`config.mk`:
```
export PLATFORM = sky130hd
export DESIGN_NAME = cpuDatapath
export DESIGN_NICKNAME = d
export VERILOG_FILES = /design/src/common/rvPkg.sv /design/src/common/ctrlPkg.sv /design/src/datapath/regFile.sv /design/src/datapath/aluUnit.sv /design/src/datapath/immGen.sv /design/src/datapath/cpuDatapath.sv
export SDC_FILE = /design/constraint.sdc
export NUM_CORES = 2
export LEC_CHECK = 0
export BUFFER_PORTS_ARGS = -buffer_cell sky130_fd_sc_hd__buf_2
export CAP_MARGIN = 15
export CORE_UTILIZATION = 63
export DETAILED_ROUTE_END_ITERATION = 8
export PLACE_DENSITY = 0.81
export SYNTH_ARGS = -nofsm -noshare
export SYNTH_HDL_FRONTEND = slang
export SYNTH_SLANG_ARGS = --single-unit
```
`constraint.sdc`:
```
create_clock -name CLK -period 9.15 [get_ports CLK]
set_clock_uncertainty 0.15 [all_clocks]
set_input_delay 0.915 -clock CLK [delete_from_list [all_inputs] [get_ports CLK]]
set_output_delay 0.915 -clock CLK [all_outputs]
set_load 0.005 [all_outputs]
```
`src/common/rvPkg.sv`:
```
`default_nettype none

package rvPkg;

	localparam int xlen = 32;
	localparam int regCount = 32;
	localparam int regAddrW = 5;
	localparam int shamtW = 5;
	localparam int altBit = 30; // funct7 bit that selects sub and sra

	typedef enum logic [6:0] {
		opcOp = 7'b0110011,
		opcOpImm = 7'b0010011,
		opcLoad = 7'b0000011,
		opcStore = 7'b0100011,
		opcJal = 7'b1101111,
		opcJalr = 7'b1100111,
		opcBranch = 7'b1100011
	} opcode_t;

	// funct3 for OP and OP-IMM
	localparam logic [2:0] f3AddSub = 3'b000;
	localparam logic [2:0] f3Sll = 3'b001;
	localparam logic [2:0] f3Slt = 3'b010;
	localparam logic [2:0] f3Sltu = 3'b011;
	localparam logic [2:0] f3Xor = 3'b100;
	localparam logic [2:0] f3Srl = 3'b101;
	localparam logic [2:0] f3Or = 3'b110;
	localparam logic [2:0] f3And = 3'b111;

	// funct3 for branches
	localparam logic [2:0] f3Beq = 3'b000;
	localparam logic [2:0] f3Bne = 3'b001;

	typedef enum logic [3:0] {
		aluAdd,
		aluSub,
		aluAnd,
		aluOr,
		aluXor,
		aluSll,
		aluSrl,
		aluSra,
		aluSlt,
		aluSltu,
		aluCmpEq,
		aluCmpNe
	} aluOp_t;

endpackage

`default_nettype wire

```
`src/common/ctrlPkg.sv`:
```
`default_nettype none

package ctrlPkg;

	import rvPkg::*;

	typedef enum logic [3:0] {
		fetch = 4'd1,
		decode = 4'd2,
		jalEx = 4'd3,
		brDecode = 4'd4,
		memImmEx = 4'd5, // lw and I-type
		storeEx = 4'd6,
		regEx = 4'd7,
		jalrEx = 4'd8,
		brEx = 4'd9,
		brDone = 4'd10,
		regWb = 4'd11, // R, I, jal and jalr write back
		loadMem = 4'd12,
		loadWb = 4'd13,
		storeMem = 4'd14
	} state_t;

	typedef enum logic {srcAPc, srcARs1} srcA_t;
	typedef enum logic [1:0] {srcBRs2, srcBImm, srcBFour} srcB_t;
	typedef enum logic {wbAluOut, wbMem} wbSel_t;
	typedef enum logic {pcSrcAlu, pcSrcAluOut} pcSrc_t;

	typedef struct packed {
		logic irWrite;
		logic pcWrite;
		logic pcWriteCond;
		logic aluOutWrite;
		logic regWrite;
		logic memWrite;
		srcA_t aluSrcA;
		srcB_t aluSrcB;
		wbSel_t wbSel;
		pcSrc_t pcSrc;
		aluOp_t aluOp;
	} ctrlWord_t;

endpackage

`default_nettype wire

```
`src/datapath/regFile.sv`:
```
`timescale 1ns/1ps
`default_nettype none

module regFile import rvPkg::*; (
	input wire CLK,
	input wire [regAddrW-1:0] rs1,
	input wire [regAddrW-1:0] rs2,
	input wire [regAddrW-1:0] rd,
	input wire [xlen-1:0] wData,
	input wire we,
	output logic [xlen-1:0] rData1,
	output logic [xlen-1:0] rData2
);

	logic [xlen-1:0] regs [0:regCount-1];

	always_ff @(posedge CLK) begin
		if (we && rd != '0)
			regs[rd] <= wData;
	end

	assign rData1 = (rs1 == '0) ? '0 : regs[rs1]; // x0 reads zero
	assign rData2 = (rs2 == '0) ? '0 : regs[rs2];

endmodule

`default_nettype wire

```
`src/datapath/aluUnit.sv`:
```
`timescale 1ns/1ps
`default_nettype none

module aluUnit import rvPkg::*; (
	input wire [xlen-1:0] a,
	input wire [xlen-1:0] b,
	input wire aluOp_t op,
	output logic [xlen-1:0] y,
	output logic zero
);

	logic [shamtW-1:0] shamt;
	logic isCmp;

	assign shamt = b[shamtW-1:0];
	assign isCmp = (op == aluCmpEq) || (op == aluCmpNe);

	always_comb begin
		case (op)
			aluAdd: y = a + b;
			aluSub: y = a - b;
			aluAnd: y = a & b;
			aluOr: y = a | b;
			aluXor: y = a ^ b;
			aluSll: y = a << shamt;
			aluSrl: y = a >> shamt;
			aluSra: y = $signed(a) >>> shamt;
			aluSlt: y = xlen'($signed(a) < $signed(b));
			aluSltu: y = xlen'(a < b);
			aluCmpEq: y = xlen'(a == b);
			aluCmpNe: y = xlen'(a != b);
			default: y = '0;
		endcase
	end

	// Compares flag a taken branch on zero
	assign zero = isCmp ? y[0] : (y == '0);

endmodule

`default_nettype wire

```
`src/datapath/immGen.sv`:
```
`timescale 1ns/1ps
`default_nettype none

module immGen import rvPkg::*; (
	input wire [xlen-1:0] instr,
	output logic [xlen-1:0] imm
);

	logic sign;

	assign sign = instr[31];

	always_comb begin
		case (opcode_t'(instr[6:0]))
			opcStore: imm = {{(xlen-12){sign}}, instr[31:25], instr[11:7]};
			opcBranch: imm = {{(xlen-12){sign}}, instr[7], instr[30:25], instr[11:8], 1'b0};
			opcJal: imm = {{(xlen-20){sign}}, instr[19:12], instr[20], instr[30:21], 1'b0};
			default: imm = {{(xlen-12){sign}}, instr[31:20]}; // I format
		endcase
	end

endmodule

`default_nettype wire

```
`src/datapath/cpuDatapath.sv`:
```
`timescale 1ns/1ps
`default_nettype none

module cpuDatapath import rvPkg::*, ctrlPkg::*; (
	input wire CLK,
	input wire RSTn,
	input wire ctrlWord_t ctrl,
	input wire [xlen-1:0] iData,
	input wire [xlen-1:0] dRdata,
	output logic [xlen-1:0] instr,
	output logic aluZero,
	output logic [xlen-1:0] iAddr,
	output logic [xlen-1:0] dAddr,
	output logic [xlen-1:0] dWdata
);

	logic [xlen-1:0] pc;
	logic [xlen-1:0] irReg;
	logic [xlen-1:0] aReg;
	logic [xlen-1:0] bReg;
	logic [xlen-1:0] aluOut;
	logic [xlen-1:0] mdr;
	logic [xlen-1:0] rData1;
	logic [xlen-1:0] rData2;
	logic [xlen-1:0] imm;
	logic [xlen-1:0] aluA;
	logic [xlen-1:0] aluB;
	logic [xlen-1:0] aluY;
	logic [xlen-1:0] wbData;
	logic [xlen-1:0] pcNext;
	logic pcEn;

	regFile u_regFile (
		.CLK(CLK),
		.rs1(irReg[19:15]),
		.rs2(irReg[24:20]),
		.rd(irReg[11:7]),
		.wData(wbData),
		.we(ctrl.regWrite),
		.rData1(rData1),
		.rData2(rData2)
	);

	immGen u_immGen (
		.instr(irReg),
		.imm(imm)
	);

	aluUnit u_alu (
		.a(aluA),
		.b(aluB),
		.op(ctrl.aluOp),
		.y(aluY),
		.zero(aluZero)
	);

	always_comb begin
		aluA = (ctrl.aluSrcA == srcARs1) ? aReg : pc;
		case (ctrl.aluSrcB)
			srcBRs2: aluB = bReg;
			srcBImm: aluB = imm;
			default: aluB = xlen'(4);
		endcase
	end

	assign wbData = (ctrl.wbSel == wbMem) ? mdr : aluOut;
	assign pcNext = (ctrl.pcSrc == pcSrcAluOut) ? aluOut : aluY;
	assign pcEn = ctrl.pcWrite | ctrl.pcWriteCond;

	always_ff @(posedge CLK) begin
		if (RSTn)
			pc <= '0;
		else if (pcEn)
			pc <= {pcNext[xlen-1:1], 1'b0}; // jalr clears bit 0
	end

	always_ff @(posedge CLK) begin
		if (ctrl.irWrite)
			irReg <= iData;
		if (ctrl.aluOutWrite)
			aluOut <= aluY;
		aReg <= rData1;
		bReg <= rData2;
		mdr <= dRdata; // Holds load data in loadWb
	end

	// The controller sees the new word while it is being fetched
	assign instr = ctrl.irWrite ? iData : irReg;
	assign iAddr = pc;
	assign dAddr = aluOut;
	assign dWdata = bReg;

endmodule

`default_nettype wire

```
* Word-level counts from Yosys, hierarchy flattened
Memories as Yosys holds them, arrays and structs flattened. A register that Yosys moved wholly into a read port is not among the register bits. Cells that the tools add are included.
Storage, ports and cells: register bits 127, bits in writable memories 1024, input port bits 81, output and inout bits 129, word-level logic and storage cells 51, memories 1
Memories:
- u_regFile.regs | words 32, bits a word 32, rd ports 2, clocked after Yosys merged registers in 2, wr ports 1, RTL line regFile.sv:15 | logic [xlen-1:0] regs [0:regCount-1];
Cells by class: $add $sub $neg 2, order comparisons 2, eq/ne operators 17, shift-type cells 3, muxes and demuxes 10, bitwise logic cells 4, reduce and logical (&&, ||, !) cells 8
Operators with widths (count):
- one-hot mux 32 bit (12 select lines) | 1
- two-way mux 32 bit | 4
- less-than comparator 32 bit | 2
- one-hot mux 32 bit (2 select lines) | 1
- one-hot mux 20 bit (3 select lines) | 1
- adder 32 bit | 1
- AND 32 bit | 1
- == test 32 bit | 1
- logical NOT 32 bit | 1
- inequality test 32 bit | 1
- bitwise OR 32 bit | 1
- left shift 32 x 5 -> 32 bit | 1
- >> shifter 32 x 5 -> 32 bit | 1
- >>> shifter 32 x 5 -> 32 bit | 1
- subtractor 32 bit | 1
- bitwise XOR 32 bit | 1
- == test 4 x 3 -> 1 bit, second input constant | 4
- == test 4 bit, second input constant | 4
- == test 7 bit, second input constant | 2
- logical NOT 5 bit | 2
- == test 4 x 2 -> 1 bit, second input constant | 2
- == test 7 x 6 -> 1 bit, second input constant | 1
- nonzero test 5 bit | 1
- == test 4 x 1 -> 1 bit, second input constant | 1
- other kinds (7) | 9

* Logic depth before layout (Yosys ltp)
word-level depth 7, mapped depth 25, mapped depth without buffers 21

* Hierarchy
From an unflattened synthesis, not the netlist that was laid out.
Unflattened totals: cell total of the unflattened synthesis 4488, area, all modules 64653.3 µm²
Modules (own cells, without submodules):
- regFile | times used 1, cells an instance 2564, area an instance 47929.7 µm², seq. area each 30749.5 µm²
- aluUnit | times used 1, cells an instance 1392, area an instance 9535.4 µm², seq. area each 0.0 µm²
- cpuDatapath | times used 1, cells an instance 483, area an instance 6781.5 µm², seq. area each 4144.0 µm²
- immGen | times used 1, cells an instance 49, area an instance 406.6 µm², seq. area each 0.0 µm²

* Least setup slack after synthesis
Ideal clock, no wire load.
kind flip-flop to output port, start reg irReg[20], end out aluZero, data arrival time 6048 ps, data required time 8085 ps, setup slack 2037 ps, stages on the path, launching flop included 22, buffers on the path 5, cell sequence dfxtp_1 > clkbuf_1 > buf_1 > buf_2 > clkbuf_1 > buf_1 > nand2_1 > and3_1 > or3_1 > ha_1 > or4_1 > nand4b_1 > and2_1 > o31ai_1 > a31oi_1 > nand2_1 > a41o_1 > o211a_1 > or4b_1 > nor4_1 > nand4_1 > o41ai_2
Between the ends: cells in the longest elaborated chain, start to end 6, elaborated cells between the ends (all ways) 17, those cells by class 2 x add/sub; 2 x order compare; 2 x eq/ne; 3 x shift; 4 x mux; 3 x bitwise; 1 x reduce/logical
RTL lines:
- from (decl) | RTL line cpuDatapath.sv:18 | logic [xlen-1:0] irReg;
- from (signal assigned) | RTL line cpuDatapath.sv:79 | irReg <= iData;
- one-hot mux 20 bit (3 select lines) * | RTL line immGen.sv:14 | case (opcode_t'(instr[6:0]))
- one-hot mux 32 bit (2 select lines) * | RTL line cpuDatapath.sv:59 | case (ctrl.aluSrcB)
- subtractor 32 bit, or another cell as far along | RTL line aluUnit.sv:21 | aluSub: y = a - b;
- one-hot mux 32 bit (12 select lines) * | RTL line aluUnit.sv:19 | case (op)
- logical NOT 32 bit | RTL line aluUnit.sv:37 | assign zero = isCmp ? y[0] : (y == '0);
- two-way mux 1 bit * | RTL line aluUnit.sv:37
- to (decl) | RTL line cpuDatapath.sv:11 | output logic aluZero,
Every way passes the cells marked *; elsewhere a longest branch is shown, timed or not.

* Final worst setup path
start reg irReg[4], end out aluZero
Between the ends: cells in the longest elaborated chain, start to end 7, elaborated cells between the ends (all ways) 20, those cells by class 2 x add/sub; 2 x order compare; 5 x eq/ne; 3 x shift; 4 x mux; 3 x bitwise; 1 x reduce/logical
RTL lines (RTL line):
- == test 7 bit / == test 7 x 6 -> 1 bit (equally long branches) | immGen.sv:14
- one-hot mux 20 bit (3 select lines) * | immGen.sv:14
- one-hot mux 32 bit (2 select lines) * | cpuDatapath.sv:59
- subtractor 32 bit, or another cell as far along | aluUnit.sv:21
- one-hot mux 32 bit (12 select lines) * | aluUnit.sv:19
- logical NOT 32 bit | aluUnit.sv:37
- two-way mux 1 bit * | aluUnit.sv:37
Marks and branches as above.

==> summary.txt <==
Floorplanning
  • Core Footprint: 98900 sq um
  • Initial Util: 0.640
  • Boundary Pins: 210
  • DIE HEIGHT: 319 microns
  • Die X: 319 microns
  • Row cnt: 115
  • Die footprint: 102000 sq um

Global routing
  • Largest net degree at the start of global routing: 124
  • Vias in the first global route: 46519
  • Total gr overflow: 0
  • Initial antenna violation count: 11
  • All-Layer GR Usage: 0.507
  • First-pass GRT wire length: 357000 microns

Hold path
  • Hold path depth: 1
  • Worst Hold Path EP: mdr[31]$_DFF_P_
  • Worst Hold Launch: dRdata[31]
  • HP Class: input port to register

Clocking
  • Clk Tree Root Cell: clkbuf_16
  • CTS max path bufs: 3
  • # Post-CTS Setup Buffers: 0
  • Worst-path clk slew: 0.07 ns
  • Worst-Skew Late Latency: 0.75 ns
  • TritonCTS buffer count: 117
  • CTS tree: yes
  • CTS sink cnt: 1215
  • Post-CTS sizing: 0
  • H-tree Lvls: 3
  • CTS hold repair buffers: 0

STA
  • RSZ-0062 raised after global routing: false
  • Setup TNS: 0 ns
  • Endpoints failing setup: 0
  • Final Critical Period: 8.70 ns
  • Max Slew Vio Count: 0
  • Final Cycle Share: 0.951
  • Hold Vio Cnt, Final: 0
  • Actual slew at the worst max-slew pin: 1.38 ns
  • Rel. slew slack: 0.0753
  • Max Clock Freq: 115 MHz

Pwr
  • Clock power share: 0.314
  • Sw Ratio: 0.338
  • Pwr per Cell Area: 230 nW/um^2
  • Comb pwr share: 0.261
  • Switching power: 0.00545 W
  • Peak VDD IR: 227 uV
  • Internal: 0.0106 W
  • Register share of total power: 0.425
  • Leakage: 24.1 nW

Critical path
  • WP data arrival: 7.64 ns
  • CP Capture Type: output pin
  • Kind of critical path: register to output pin
  • Top Family by Delay on Critical Path: simple AND/OR/NAND/NOR gates
  • Worst r2r path cells: 19
  • Worst path most repeated cell: and2_1
  • CP Max Fanout: 11
  • Buf/Inv on CP: 2
  • Critical Path Start: irReg[4]$_DFF_P_
  • Startpoint types: register
  • Crit-path cells: and4b_1, and2_1, nor2b_2, mux2i_1, and3_1, or3_1, ha_1, or4_1, nand4b_1, and2_1, o31ai_1, a31oi_1, nand2_1, a41o_1, o211a_1, or4b_1, nor4_1, buf_4, nand4_1, o41ai_2, buf_2
  • Req. time, crit path: 8.09 ns
  • R2r endpoint: iAddr[31]$_SDFFE_PP0P_
  • FF-to-FF setup slack: 2.40 ns
  • R2R Path Start: irReg[4]$_DFF_P_
  • Slowest stage cell, crit path: or4_1
  • Slowest stage delay, CP: 0.60 ns

Synth
  • Async SR Flop Fraction: 0
  • Main synth FF type: edfxtp_1
  • Yosys Warn Count: 0
  • Post-synth EDFFs: 1056
  • Mapped cell area: 63200 sq um
  • Post-synthesis sequential area ratio: 0.552
  • Syn avg cell area: 14.9 sq um
  • Gate Count Post-Synth: 4247
  • #FFs+latches synth: 1215
  • Synth cell types: 98

Placed design
  • # port buffers: 207
  • RePlAce Congestion: 1.12
  • Inst Count DP: 5570
  • DP HPWL: 156000 microns

Run status
  • Run status: finished, final reports clean

Route
  • Routed Antenna Nets: 0
  • Via count: 47829
  • DR pass1 iterations: 9
  • Total wire length: 257000 microns
  • Wirelength per Cell: 44.4 microns
  • 1st-iter DRT viols: 9077
  • Vias per cell: 8.25
  • # DRC: 0

Final layout
  • Final Net Count: 4585
  • Layout cells sized above 1: 0.291
  • Commonest non-fill, non-tap cell in the layout: edfxtp_1
  • Most frequent cells in the layout: 1056 x edfxtp_1, 559 x mux4_2, 243 x nor2_1, 208 x a21oi_1, 207 x buf_2
  • Cell Count, Final, Fillers Out: 5794
  • Area Overhead vs Synth: 10.7%

Job
  • Max_cap viols: 0
## metal layers
layer  up-vias  share of wire  wire (microns)  global-route usage
met3      1302           0.16           41700               0.195
met5         -        0.00037              94                   0
met1     23435           0.32           82900               0.635
met2      5449           0.43          112000               0.740
li1      17629              -               -                   -
met4        14          0.082           21100               0.328
## power by group through the flow
stage                     clock, W  sequential (W)  combinational, W
final                      0.00506         0.00684           0.00420
after global routing       0.00520         0.00683           0.00430
after global placement           0         0.00689           0.00391
after CTS                  0.00503         0.00680           0.00401
after floorplan                  0         0.00666           0.00251
after detailed placement         0         0.00690           0.00393
## stage by stage
stage / instance area [sq um] / util / hold slack [ns] / setup slack, ns / power, W
4_1_cts: 70000 / 0.708 / 0.103 / 0.403 / 0.0158
6_report: 70000 / 0.708 / 0.110 / 0.446 / 0.0161
3_5_place_dp: 66000 / 0.668 / 0.325 / 0.830 / 0.0108
3_3_place_gp: 66000 / 0.668 / 0.323 / 0.919 / 0.0108
2_1_floorplan: 63300 / - / 0.309 / 2.04 / 0.00917
5_1_grt: 70000 / 0.708 / 0.103 / 0.184 / 0.0163
## worst reg2reg max path: stages (launching register included)
cell	delay, ns
dfxtp_1	0.33
and4b_1	0.31
and2_1	0.31
nor2b_2	0.35
mux2i_1	0.11
and3_1	0.17
or3_1	0.40
ha_1	0.46
or4_1	0.60
nand4b_1	0.24
and2_1	0.23
o31ai_1	0.59
a31oi_1	0.40
o21ai_0	0.44
a21boi_0	0.20
o31ai_1	0.32
mux2i_1	0.12
o21ai_0	0.61
o21ai_0	0.16
a21oi_1	0.14
## cells by family (layout without fill, tap and decap cells)
family,after synthesis,count (layout),share of synthesized area
buf+inv,447,670,0.0277
xor+xnor,10,10,0.00139
mux,867,867,0.250
simple gates,769,769,0.0571
other cells,1,38,0.0000593
compound gates,836,836,0.0910
flops,1215,1215,0.552
fa+ha+maj,102,102,0.0204
## area by class of cell
cell class | instances | area, sq um
Timing Repair Buffer | 343 | 2090
Tap cell | 1287 | 1610
Clock inverter | 48 | 488
Antenna cell | 5 | 12.5
Sequential cell | 1215 | 34900
Fill cell | 5848 | 28900
Clock buffer | 171 | 3440
Multi-Input combinational cell | 2617 | 27000
Inverter | 108 | 405
## state kept, by name, summed over array words and instances, names as in the netlist
| register | flops |
|---|---|
| mdr | 32 |
| iAddr | 31 |
| u_regFile.regs | 1024 |
| dAddr | 32 |
| aReg | 32 |
| irReg | 32 |
| dWdata | 32 |
## cells in the mapped netlist (17+ instances only)
master | number | share of area
or3_1 | 19 | 0.0019
a211oi_1 | 64 | 0.0076
nand3_1 | 34 | 0.0027
edfxtp_1 | 1056 | 0.50
or2_2 | 17 | 0.0017
mux2_2 | 119 | 0.021
a21o_1 | 34 | 0.0040
o211ai_1 | 41 | 0.0049
ha_1 | 100 | 0.020
buf_2 | 32 | 0.0025
o221ai_1 | 46 | 0.0064
a31oi_1 | 28 | 0.0028
mux4_2 | 559 | 0.20
dfxtp_1 | 159 | 0.050
nand2b_1 | 41 | 0.0041
a21oi_1 | 208 | 0.016
inv_1 | 105 | 0.0062
buf_1 | 85 | 0.0050
nor4_1 | 18 | 0.0018
mux2i_1 | 188 | 0.030
nand2_1 | 187 | 0.011
o21ai_0 | 120 | 0.0095
nor3_1 | 85 | 0.0067
a211o_1 | 25 | 0.0035
a221oi_1 | 46 | 0.0064
nor2_1 | 277 | 0.016
o22ai_1 | 47 | 0.0047
a22oi_1 | 20 | 0.0024
clkbuf_1 | 215 | 0.013
## worst max path at each step
stage	to	slack [ns]	cells past startpoint
floorplan	aluZero	2.04	21
global placement	aluZero	0.92	22
detailed placement	aluZero	0.83	22
CTS	aluZero	0.40	21
global route	aluZero	0.18	21
finish	aluZero	0.45	21
No activity file was read; power rests on OpenSTA's default activity.
