File: src/common/rvPkg.sv
`default_nettype none

package rvPkg;

	localparam int xlen = 32;
	localparam int regCount = 32;
	localparam int regAddrW = 5;
	localparam int shamtW = 5;
	localparam int altBit = 30; // funct7 bit that selects sub and sra

	typedef enum logic [6:0] {
		opcOp = 7'b0110011,
		opcOpImm = 7'b0010011,
		opcLoad = 7'b0000011,
		opcStore = 7'b0100011,
		opcJal = 7'b1101111,
		opcJalr = 7'b1100111,
		opcBranch = 7'b1100011
	} opcode_t;

	// funct3 for OP and OP-IMM
	localparam logic [2:0] f3AddSub = 3'b000;
	localparam logic [2:0] f3Sll = 3'b001;
	localparam logic [2:0] f3Slt = 3'b010;
	localparam logic [2:0] f3Sltu = 3'b011;
	localparam logic [2:0] f3Xor = 3'b100;
	localparam logic [2:0] f3Srl = 3'b101;
	localparam logic [2:0] f3Or = 3'b110;
	localparam logic [2:0] f3And = 3'b111;

	// funct3 for branches
	localparam logic [2:0] f3Beq = 3'b000;
	localparam logic [2:0] f3Bne = 3'b001;

	typedef enum logic [3:0] {
		aluAdd,
		aluSub,
		aluAnd,
		aluOr,
		aluXor,
		aluSll,
		aluSrl,
		aluSra,
		aluSlt,
		aluSltu,
		aluCmpEq,
		aluCmpNe
	} aluOp_t;

endpackage

`default_nettype wire

File: src/common/ctrlPkg.sv
`default_nettype none

package ctrlPkg;

	import rvPkg::*;

	typedef enum logic [3:0] {
		fetch = 4'd1,
		decode = 4'd2,
		jalEx = 4'd3,
		brDecode = 4'd4,
		memImmEx = 4'd5, // lw and I-type
		storeEx = 4'd6,
		regEx = 4'd7,
		jalrEx = 4'd8,
		brEx = 4'd9,
		brDone = 4'd10,
		regWb = 4'd11, // R, I, jal and jalr write back
		loadMem = 4'd12,
		loadWb = 4'd13,
		storeMem = 4'd14
	} state_t;

	typedef enum logic {srcAPc, srcARs1} srcA_t;
	typedef enum logic [1:0] {srcBRs2, srcBImm, srcBFour} srcB_t;
	typedef enum logic {wbAluOut, wbMem} wbSel_t;
	typedef enum logic {pcSrcAlu, pcSrcAluOut} pcSrc_t;

	typedef struct packed {
		logic irWrite;
		logic pcWrite;
		logic pcWriteCond;
		logic aluOutWrite;
		logic regWrite;
		logic memWrite;
		srcA_t aluSrcA;
		srcB_t aluSrcB;
		wbSel_t wbSel;
		pcSrc_t pcSrc;
		aluOp_t aluOp;
	} ctrlWord_t;

endpackage

`default_nettype wire

File: src/control/multiCycleControl.sv
`timescale 1ns/1ps
`default_nettype none

module multiCycleControl import rvPkg::*, ctrlPkg::*; (
	input wire CLK,
	input wire RSTn,
	input wire [xlen-1:0] instr,
	input wire aluZero,
	output ctrlWord_t ctrl,
	output logic [xlen-1:0] retired
);

	state_t state;
	state_t nextState;
	logic started; // Low for the first cycle after reset
	aluOp_t aluOp;
	opcode_t opcode;
	logic [2:0] funct3;
	logic alt;

	assign opcode = opcode_t'(instr[6:0]);
	assign funct3 = instr[14:12];
	assign alt = instr[altBit];

	function automatic aluOp_t functOp(input logic [2:0] f3, input logic altSel,
			input logic regOp);
		case (f3)
			f3AddSub: return (altSel && regOp) ? aluSub : aluAdd; // addi has no sub
			f3Sll: return aluSll;
			f3Slt: return aluSlt;
			f3Sltu: return aluSltu;
			f3Xor: return aluXor;
			f3Srl: return altSel ? aluSra : aluSrl;
			f3Or: return aluOr;
			f3And: return aluAnd;
			default: return aluAdd;
		endcase
	endfunction

	always_ff @(posedge CLK) begin
		if (RSTn) begin
			state <= fetch;
			started <= 1'b0;
			retired <= '0;
		end else begin
			started <= 1'b1;
			state <= nextState;
			if (state != fetch && nextState == fetch)
				retired <= retired + 1'b1; // Instruction completed
		end
	end

	always_comb begin
		nextState = fetch;
		if (started) begin
			case (state)
				fetch: begin
					case (opcode) // Fetch already sees the new word
						opcJal: nextState = jalEx;
						opcBranch: nextState = brDecode;
						default: nextState = decode;
					endcase
				end
				decode: begin
					case (opcode)
						opcOp: nextState = regEx;
						opcOpImm, opcLoad: nextState = memImmEx;
						opcStore: nextState = storeEx;
						opcJalr: nextState = jalrEx;
						default: nextState = fetch; // Unknown opcode
					endcase
				end
				jalEx, jalrEx, regEx: nextState = regWb;
				brDecode: nextState = brEx;
				brEx: nextState = brDone;
				memImmEx: nextState = (opcode == opcLoad) ? loadMem : regWb;
				storeEx: nextState = storeMem;
				loadMem: nextState = loadWb;
				default: nextState = fetch;
			endcase
		end
	end

	always_comb begin
		aluOp = aluAdd;
		case (state)
			regEx: aluOp = functOp(funct3, alt, 1'b1);
			memImmEx: begin
				if (opcode == opcOpImm)
					aluOp = functOp(funct3, alt, 1'b0);
			end
			brEx: begin
				case (funct3)
					f3Beq: aluOp = aluCmpEq;
					f3Bne: aluOp = aluCmpNe;
					default: aluOp = aluCmpEq;
				endcase
			end
			default: aluOp = aluAdd;
		endcase
	end

	always_comb begin
		ctrl = '0;
		ctrl.aluOp = aluOp;
		if (started) begin
			case (state)
				fetch: begin
					ctrl.irWrite = 1'b1;
					ctrl.aluOutWrite = 1'b1; // PC+4 kept in ALU-out
					ctrl.aluSrcA = srcAPc;
					ctrl.aluSrcB = srcBFour;
				end
				decode: begin
					ctrl.pcWrite = 1'b1;
					ctrl.pcSrc = pcSrcAluOut;
				end
				jalEx: begin
					ctrl.pcWrite = 1'b1;
					ctrl.aluSrcA = srcAPc;
					ctrl.aluSrcB = srcBImm;
					ctrl.pcSrc = pcSrcAlu;
				end
				brDecode: begin
					ctrl.pcWrite = 1'b1; // Fall-through PC
					ctrl.pcSrc = pcSrcAluOut;
					ctrl.aluOutWrite = 1'b1; // Branch target
					ctrl.aluSrcA = srcAPc;
					ctrl.aluSrcB = srcBImm;
				end
				memImmEx, storeEx: begin
					ctrl.aluOutWrite = 1'b1;
					ctrl.aluSrcA = srcARs1;
					ctrl.aluSrcB = srcBImm;
				end
				regEx: begin
					ctrl.aluOutWrite = 1'b1;
					ctrl.aluSrcA = srcARs1;
					ctrl.aluSrcB = srcBRs2;
				end
				jalrEx: begin
					ctrl.pcWrite = 1'b1;
					ctrl.aluSrcA = srcARs1;
					ctrl.aluSrcB = srcBImm;
					ctrl.pcSrc = pcSrcAlu;
				end
				brEx: begin
					ctrl.pcWriteCond = aluZero; // Taken branch only
					ctrl.aluSrcA = srcARs1;
					ctrl.aluSrcB = srcBRs2;
					ctrl.pcSrc = pcSrcAluOut;
				end
				regWb: begin
					ctrl.regWrite = 1'b1;
					ctrl.wbSel = wbAluOut;
				end
				loadWb: begin
					ctrl.regWrite = 1'b1;
					ctrl.wbSel = wbMem;
				end
				storeMem: ctrl.memWrite = 1'b1;
				default: ctrl.pcSrc = pcSrcAlu; // brDone, loadMem
			endcase
		end
	end

endmodule

`default_nettype wire

File: config.mk
export PLATFORM = sky130hd
export DESIGN_NAME = multiCycleControl
export DESIGN_NICKNAME = d
export VERILOG_FILES = /design/src/common/rvPkg.sv /design/src/common/ctrlPkg.sv /design/src/control/multiCycleControl.sv
export SDC_FILE = /design/constraint.sdc
export NUM_CORES = 1
export LEC_CHECK = 0
export ABC_AREA = 1
export BUFFER_PORTS_ARGS = -buffer_cell sky130_fd_sc_hd__buf_2
export CORE_MARGIN = 2
export CORE_UTILIZATION = 45
export DETAILED_ROUTE_END_ITERATION = 7
export MAX_ROUTING_LAYER = met4
export PLACE_DENSITY = 0.72
export RECOVER_POWER = 25
export SLEW_MARGIN = 30
export SYNTH_ARGS = -nofsm -noshare
export SYNTH_HDL_FRONTEND = slang
export SYNTH_SLANG_ARGS = --single-unit
File: constraint.sdc
create_clock -name CLK -period 1.8 [get_ports CLK]
set_clock_uncertainty 0.2 [all_clocks]
set_input_delay 0.27 -clock CLK [delete_from_list [all_inputs] [get_ports CLK]]
set_output_delay 0.27 -clock CLK [all_outputs]
set_load 0.005 [all_outputs]
Word level (Yosys, flattened, before mapping) --
Cells that the tools add are included.
Storage, ports and cells: register bits after elaboration 37, input port bits 35, output and inout bits 47, word-level logic and storage cells 67
Cells by class: $add $sub $neg 1, equality and inequality tests 29, muxes and demuxes 23, reduce and logical (&&, ||, !) cells 11
Operators by type and width (count):
- $pmux W4 S8 | 3
- $add A32 B1 Y32 const B | 1
- $eq A4 B4 Y1 const B | 6
- $eq A7 B7 Y1 const B | 3
- $eq A4 B3 Y1 const B | 4
- $pmux W4 S4 | 1
- $eq A7 B6 Y1 const B | 2
- $eq A3 B3 Y1 const B | 4
- $mux W1 | 12
- $pmux W3 S4 | 1
- $pmux W4 S3 | 1
- $mux W11 | 1
- $reduce_or A3 Y1 | 3
- $eq A4 B1 Y1 const B | 2
- $eq A4 B2 Y1 const B | 2
- $mux W4 | 2
- $reduce_or A2 Y1 | 4
- $eq A7 B2 Y1 const B | 1
- $eq A7 B5 Y1 const B | 1
- $eq A3 B2 Y1 const B | 2
- $pmux W3 S2 | 1
- $reduce_or A5 Y1 | 1
- $ne A4 B1 Y1 const B | 1
- $reduce_or A4 Y1 | 1
- 4 further kinds | 4

Logic depth before layout (Yosys ltp) --
Gate-level depths: netlist of run 1.
depth in word-level cells 7, mapped depth 14, depth with buffers taken out 14

Least setup slack after synthesis of run 1 --
OpenSTA, ideal clock, no wires.
path type register to register, start point register retired[0], end point register retired[16], setup time 70 ps, arrival 1504 ps, required time 1530 ps, slack 25 ps, stages on the path, launching flop included 8, path buffers 0, clock period less this slack 1775 ps, cells stage by stage dfxtp_1 -> ha_1 -> nand2_1 -> nor2_1 -> nand3_1 -> xor2_1 -> nand4_1 -> a21oi_1
Between the ends: longest elaborated chain between the ends 1
Ends and longest elaborated chain:
- start: declaration | RTL line multiCycleControl.sv:10 | output logic [xlen-1:0] retired
- start signal: assignment | RTL line multiCycleControl.sv:49 | retired <= retired + 1'b1;
- $add A32 B1 Y32 | RTL line multiCycleControl.sv:49
Every way passes these cells. A chain may end at the register's enable or synchronous reset.

Worst setup path after layout of run 1 --
start point register state[2], end point register retired[1]
Between the ends: longest elaborated chain between the ends 6, elaborated cells on any way between the ends 16, classes of those cells 12 x eq/ne; 2 x mux; 2 x reduce/logical
Ends and longest elaborated chain:
- start: declaration | RTL line multiCycleControl.sv:13 | state_t state;
- start signal: assignment | RTL line multiCycleControl.sv:42 | state <= fetch;
- start signal: assignment | RTL line multiCycleControl.sv:47 | state <= nextState;
- $eq A4 B3 Y1, or another cell as far along | RTL line multiCycleControl.sv:56 | case (state)
- $reduce_or A3 Y1 | RTL line multiCycleControl.sv:56
- $pmux W4 S8 | RTL line multiCycleControl.sv:56
- $mux W4 | RTL line multiCycleControl.sv:55 | if (started) begin
- $eq A4 B1 Y1 | RTL line multiCycleControl.sv:48 | if (state != fetch && nextState == fetch)
- $logic_and A1 B1 Y1 (*) | RTL line multiCycleControl.sv:48
Mark *: on every way between the ends. The rest lies on a longest branch, timed or not.

==> flow_metrics.tcl, run 1 <==
set metrics [dict create \
    hp-class "in2reg" \
    gp_congestion 0.992 \
    finalPower_mw 2.14 \
    grt-ovfl-total 0 \
    clk_pin_slew_ns 0.07 \
    synth.top_cell.area_share 0.259 \
    rows 29 \
    async_reset_ff_frac 0 \
    ant_nets 0 \
    fmax_ghz 0.481 \
    worstSetupStartpointType "flop" \
    timing.final.crit_period_ns 2.08 \
    grt_first_pass_wirelength_mm 15.6 \
    maxCapViolCount 0 \
    synth_ff_type "dfxtp_1" \
    synth.avg_cell_area_um2 5.85 \
    area_delta_synth_final_pct 48.9 \
    drt_first_iter_violations 329 \
    drv_slew 0 \
    drive_above_1_share 0.350 \
    postSynthCellCount 489 \
    cts-htree-levels 2 \
    end_kind "flop" \
    p_leak_nw 2.01 \
    worstPathArrival_ns 2.07 \
    fin_crit_sh 1.15 \
    syn-cell-area_mm2 0.00286 \
    grt_usage 0.277 \
    vias 3884 \
    boundaryPins 82 \
    io_buffer_count 60 \
    ir_worst_vdd_mv 0.504 \
    hold_violations 0 \
    crit_type "reg2reg" \
    yosysTopAreaCell "dfxtp_1" \
    rsz0062_at_grt "yes" \
    ys_warn_count 0 \
    cts_tree "done" \
    synth_area_leaders "dfxtp_1 (26%), nand2_1 (17%), nor2_1 (9.6%)" \
    routedWlPerCell_um 15.0 \
    synth_seq_cells 37 \
    synth_edf_count 0 \
    num_antenna_cells 0 \
    antenna_found_initial 0 \
    crit_chain "buf_12 > nor2_4 > nand2_2 > nand2_4 > nor2_2 > nand3_1 > o21ai_4 > nand2_2 > buf_4 > nor2_4 > nand2_1 > nand2_1 > nor2_1" \
    relSlewSlack 0.730 \
    die_y_um 83.7 \
    crit_fanout 4 \
    ctsLongestPathBuffers 2 \
    multi_input_area_mm2 0.00205 \
    totalWireLength_mm 10.5 \
    cpPeakStageDelay_ns 0.39 \
    clock_latency_ns 0.30 \
    vias_per_cell 5.55 \
    nets 659 \
    firstDrtPassIters 5 \
    power.density_mw_per_mm2 503 \
    coreArea_mm2 0.00624 \
    final.setup.worst_slack_ns -0.278 \
    synth_cell_types 27 \
    syn_nets 525 \
    cts_buffers 5 \
    die_area_mm2 0.00701 \
    dpl.hpwl_mm 7.01 \
    clock-sinks 37 \
    outcome "complete, but fails checks" \
    finalSetupViolCount 44 \
    initial_core_util 0.458 \
    grt_max_degree 31 \
    failed_checks "setup timing" \
    worstPathRequired_ns 1.79 \
    cts_root_buffer "clkbuf_8" \
    first_global_vias 3396 \
    nFillCells 549 \
    cp_slowest_cell "dfxtp_4" \
    worst_pin_slew_ns 0.405 \
    postCtsHoldBufs 0 \
    yosysSeqAreaShare 0.259 \
    route.detailed.drc 0 \
    area.sequential_um2 756 \
    holdWs_ns 0.182 \
    die_w_um 83.7 \
]
==> layout make-up <==
type / count / area share
multi-input cells: 382 / 0.482
flip-flops and latches: 37 / 0.177
well taps: 77 / 0.0226
inverters: 50 / 0.0467
repair buffers: 147 / 0.251
clock buffers: 7 / 0.0203
==> cells in the mapped netlist, types with 2 or more instances <==
cell type  instances
nand2_1          129
buf_2             12
nand2_2            3
xor2_1            14
buf_4              4
nor2_2             3
o211ai_1           2
nor4_1             2
nand3_1           22
clkbuf_1           4
inv_1             43
o21ai_1           31
nand3b_1           7
a21oi_1           37
nor3_1            11
nand4_1           34
nor2_1            73
dfxtp_1           37
xnor2_1            5
inv_2              6
o21ai_0            4
==> cell usage in the layout (no fill, tap or decap), types with 3 or more instances in the layout <==
master,netlist,final
dfxtp_4,0,4
nand3b_1,7,7
dfxtp_1,37,33
o21ai_1,31,30
xnor2_1,5,5
nand3_2,0,3
nand2_2,3,13
xor2_1,14,14
inv_2,6,8
nand2_4,0,4
a21oi_2,0,6
inv_1,43,38
nor2_4,1,10
nand4_1,34,34
nand3_1,22,18
o21ai_2,1,3
clkbuf_8,0,6
nand2_1,129,115
a21oi_1,37,31
nor3_1,11,10
nor2_2,3,6
buf_2,12,60
buf_4,4,70
buf_6,0,11
nor2_1,73,61
==> state kept, by name, indices dropped and copies added, names as in the netlist <==
name and cells:
state 4, retired 32, started 1
==> final timing paths <==
path               start     endpoint  slack [ns]  depth (start not counted)
max             state[2]   retired[1]       -0.28                         13
min                 RSTn     state[1]        0.18                          2
max reg2reg     state[2]   retired[1]       -0.28                         13
min reg2reg  retired[27]  retired[27]        0.31                          2
==> what timing repair did <==
action                     4_1_cts  5_1_grt
gates cloned                     0        3
gates resized for setup         36       55
setup endpoints to repair       44       46
pin swaps                        7       25
hold endpoints to repair         0        0
setup buffers                    2        3
==> critical path: cells and delay by family (launching register included) <==
kind / cells / cell delay [ns]
and+or+nand+nor: 10 / 0.87
buffers and inverters: 2 / 0.27
AOI/OAI and AO/OA: 1 / 0.24
DFF: 1 / 0.39
==> per-stage QoR <==
stage          setup TNS [ns]  area, um^2  std cells   util  setup slack, ns
6_report                -9.49        4260        700  0.682           -0.278
4_1_cts                 -6.66        3990        694  0.639           -0.204
3_5_place_dp            -7.78        3760        685  0.603           -0.256
5_1_grt                -13.43        4260        700  0.682           -0.377
3_3_place_gp            -5.95        3760        685  0.603           -0.194
2_1_floorplan               0        2860        489      -           0.0253
==> power breakdown <==
part	switching, mW	internal (mW)
clock	0.310	0.304
sequential	0.0164	0.828
combinational	0.414	0.269
total	0.740	1.40
==> cells by family (layout without fill, tap and decap cells) <==
| group | Yosys count | after routing | synth area share |
|---|---|---|---|
| and+or+nand+nor | 285 | 285 | 0.437 |
| AOI/OAI and AO/OA | 77 | 77 | 0.139 |
| buffers and inverters | 70 | 204 | 0.102 |
| DFF | 37 | 37 | 0.259 |
| xor gates and xnor gates | 19 | 19 | 0.0582 |
| adders and majority gates | 1 | 1 | 0.00437 |
==> per-layer routing <==
| layer | vias up | part of all wire | GRT usage |
|---|---|---|---|
| met5 | - | 0 | - |
| met4 | 0 | 0.027 | 0.0718 |
| met3 | 25 | 0.069 | 0.0366 |
| met2 | 186 | 0.50 | 0.471 |
| met1 | 1790 | 0.41 | 0.349 |
| li1 | 1883 | - | - |
(Power assumes the default switching activity.)
==> run 2, diff against run 1 <==
--- a/config.mk
+++ b/config.mk
@@ -7,11 +7,10 @@
 export LEC_CHECK = 0
 export ABC_AREA = 1
 export BUFFER_PORTS_ARGS = -buffer_cell sky130_fd_sc_hd__buf_2
-export CORE_MARGIN = 2
-export CORE_UTILIZATION = 45
+export CORE_UTILIZATION = 41
 export DETAILED_ROUTE_END_ITERATION = 7
 export MAX_ROUTING_LAYER = met4
-export PLACE_DENSITY = 0.72
+export PLACE_DENSITY = 0.67
 export RECOVER_POWER = 25
 export SLEW_MARGIN = 30
 export SYNTH_ARGS = -nofsm -noshare
==> run 2 against run 1 <==
- highest routed layer unchanged
- utilization rose by 0.22 points
- global-route usage rose by 2.3 points
- critical path type unchanged
- combinational power rose by 24%
- first-iteration DRC count rose by 8.5%
- design area rose by 8.6%
- the run still ends with setup timing left
==> flow_metrics.tcl, run 2 (synthesis results as in run 1) <==
set metrics [dict create \
    reg2reg_from "state[1]" \
    postCtsHoldBufs 0 \
    p_comb_frac 0.341 \
    ant_nets 0 \
    p_leak_nw 2.15 \
    ir_worst_vdd_mv 0.335 \
    hp-class "in2reg" \
    clk_pin_slew_ns 0.09 \
    initial_core_util 0.423 \
    totalWireLength_mm 11.4 \
    die_area_mm2 0.00731 \
    vias 3980 \
    coreArea_mm2 0.00676 \
    final_cell_mix "nand2_1 (113), buf_4 (83), nor2_1 (59), buf_2 (59), inv_1 (39)" \
    timing.final.crit_period_ns 2.18 \
    met2_length_mm 5.55 \
    die_w_um 85.5 \
    routedWlPerCell_um 15.8 \
    dpl.hpwl_mm 7.30 \
    dp_slack_ns -0.533 \
    ctsLongestPathBuffers 2 \
    grt_max_degree 22 \
    end_kind "flop" \
    hold_violations 0 \
    area_delta_synth_final_pct 61.7 \
    crit_cells 13 \
    finalPower_mw 2.49 \
    num_antenna_cells 0 \
    outcome "complete, but fails checks" \
    cpPeakStageDelay_ns 0.40 \
    clock_latency_ns 0.31 \
    cts_tree "done" \
    reg_top3 "retired (32), state (4), started (1)" \
    maxCapViolCount 0 \
    first_global_vias 3531 \
    cp_slowest_cell "dfxtp_4" \
    fin_crit_sh 1.21 \
    cts_root_buffer "clkbuf_8" \
    reg2regPathDepth 13 \
    die_y_um 85.5 \
    boundaryPins 82 \
    rsz0062_at_grt "yes" \
    grt_usage 0.300 \
    p_clk_frac 0.319 \
    worstPathRequired_ns 1.78 \
    whs_path_depth 2 \
    final.setup.worst_slack_ns -0.377 \
    vias_per_cell 5.52 \
    finalSetupViolCount 48 \
    worstPathArrival_ns 2.16 \
    crit_chain "inv_4 > nand2_4 > inv_4 > nand2_4 > buf_6 > nand2_2 > nor2_2 > nand3_2 > o21ai_4 > nand2_4 > clkbuf_16 > o21ai_1 > a21oi_1" \
    drt_first_iter_violations 357 \
    antenna_found_initial 0 \
    ff2ff_setup_slack_ns -0.38 \
    p_sw_mw 0.852 \
    io_buffer_count 60 \
    cts-htree-levels 2 \
    rows 30 \
    gp_congestion 0.950 \
    drive_above_1_share 0.409 \
    timing.rr.end "retired[3]" \
    power.internal_mw 1.64 \
    nets 676 \
    layout_commonest_cell "nand2_1" \
    finish.instance_area_mm2 0.00462 \
    failed_checks "setup timing" \
    power.density_mw_per_mm2 539 \
    final_core_util 0.684 \
    clock-sinks 37 \
    whs_endpoint "retired[8]" \
    highest_layer "met4" \
    top_register "retired" \
    crit_family "simple AND/OR/NAND/NOR gates" \
    route.detailed.drc 0 \
    relSlewSlack 0.744 \
    nFillCells 562 \
    firstDrtPassIters 5 \
    critPathBufInv 4 \
    p_seq_frac 0.340 \
    cts_buffers 5 \
    worst_pin_slew_ns 0.383 \
    hp-start "RSTn" \
    largest_register_ffs 32 \
    worstSetupStartpointType "flop" \
    drt-met1-wl_mm 4.85 \
    crit_type "reg2reg" \
    grt-ovfl-total 0 \
    wl_met3_um 646 \
    placed_cell_area_mm2 0.00385 \
    drv_slew 0 \
    fmax_ghz 0.459 \
    crit_fanout 7 \
    switching_share 0.342 \
    grt_first_pass_wirelength_mm 16.8 \
    cpMostUsedCell "nand2_4" \
]
[run 2: stage by stage]
step | hold slack [ns] | TNS [ns] | std cells
2_1_floorplan | 0.291 | 0 | 489
3_3_place_gp | 0.291 | -24.94 | 697
3_5_place_dp | 0.309 | -16.47 | 697
4_1_cts | 0.168 | -9.56 | 715
5_1_grt | 0.181 | -17.59 | 721
6_report | 0.175 | -13.90 | 721
[run 2: cell type report]
| cell class | count | area, um^2 | share of cell area |
|---|---|---|---|
| clock inverters | 1 | 30.0 | 0.00649 |
| clock buffers | 7 | 86.3 | 0.0187 |
| inverters | 50 | 199 | 0.0430 |
| multi-input cells | 383 | 2200 | 0.476 |
| well taps | 80 | 100 | 0.0216 |
| repair buffers | 163 | 1250 | 0.271 |
| flip-flops and latches | 37 | 756 | 0.163 |
[run 2: layer usage]
metal | GRT usage | vias up
met5 | - | -
met1 | 0.389 | 1826
met2 | 0.498 | 191
met4 | 0.0833 | 0
li1 | - | 1925
met3 | 0.0318 | 38
[run 2: worst max path at each step]
stage | slack, ns | startpoint | endpoint
3_5_place_dp | -0.53 | state[2] | retired[13]
3_3_place_gp | -0.84 | state[3] | retired[19]
2_1_floorplan | 0.03 | retired[0] | retired[16]
5_1_grt | -0.46 | state[1] | retired[2]
4_1_cts | -0.27 | state[3] | retired[22]
6_report | -0.38 | state[1] | retired[3]
[run 2: power groups by stage]
stage / logic (mW) / clock network [mW] / registers [mW]
global placement: 0.498 / 0 / 0.860
global route: 0.894 / 0.829 / 0.849
detailed placement: 0.507 / 0 / 0.861
CTS: 0.677 / 0.784 / 0.844
floorplan: 0.291 / 0 / 0.864
finish: 0.849 / 0.795 / 0.847
[run 2: worst reg2reg max path, delay by kind of cell, from the launching register on]
kind | cells | cell delay (ns)
AND/OR/NAND/NOR | 6 | 0.61
buffers and inverters | 4 | 0.41
flip-flops | 1 | 0.40
AO/OA/AOI/OAI | 3 | 0.43
[run 2: timing repair]
item / 4_1_cts / 5_1_grt
endpoints found under the setup margin: 47 / 48
gates resized for setup: 60 / 68
pin swaps: 15 / 39
buffers inserted: 8 / 4
cloned: 2 / 2
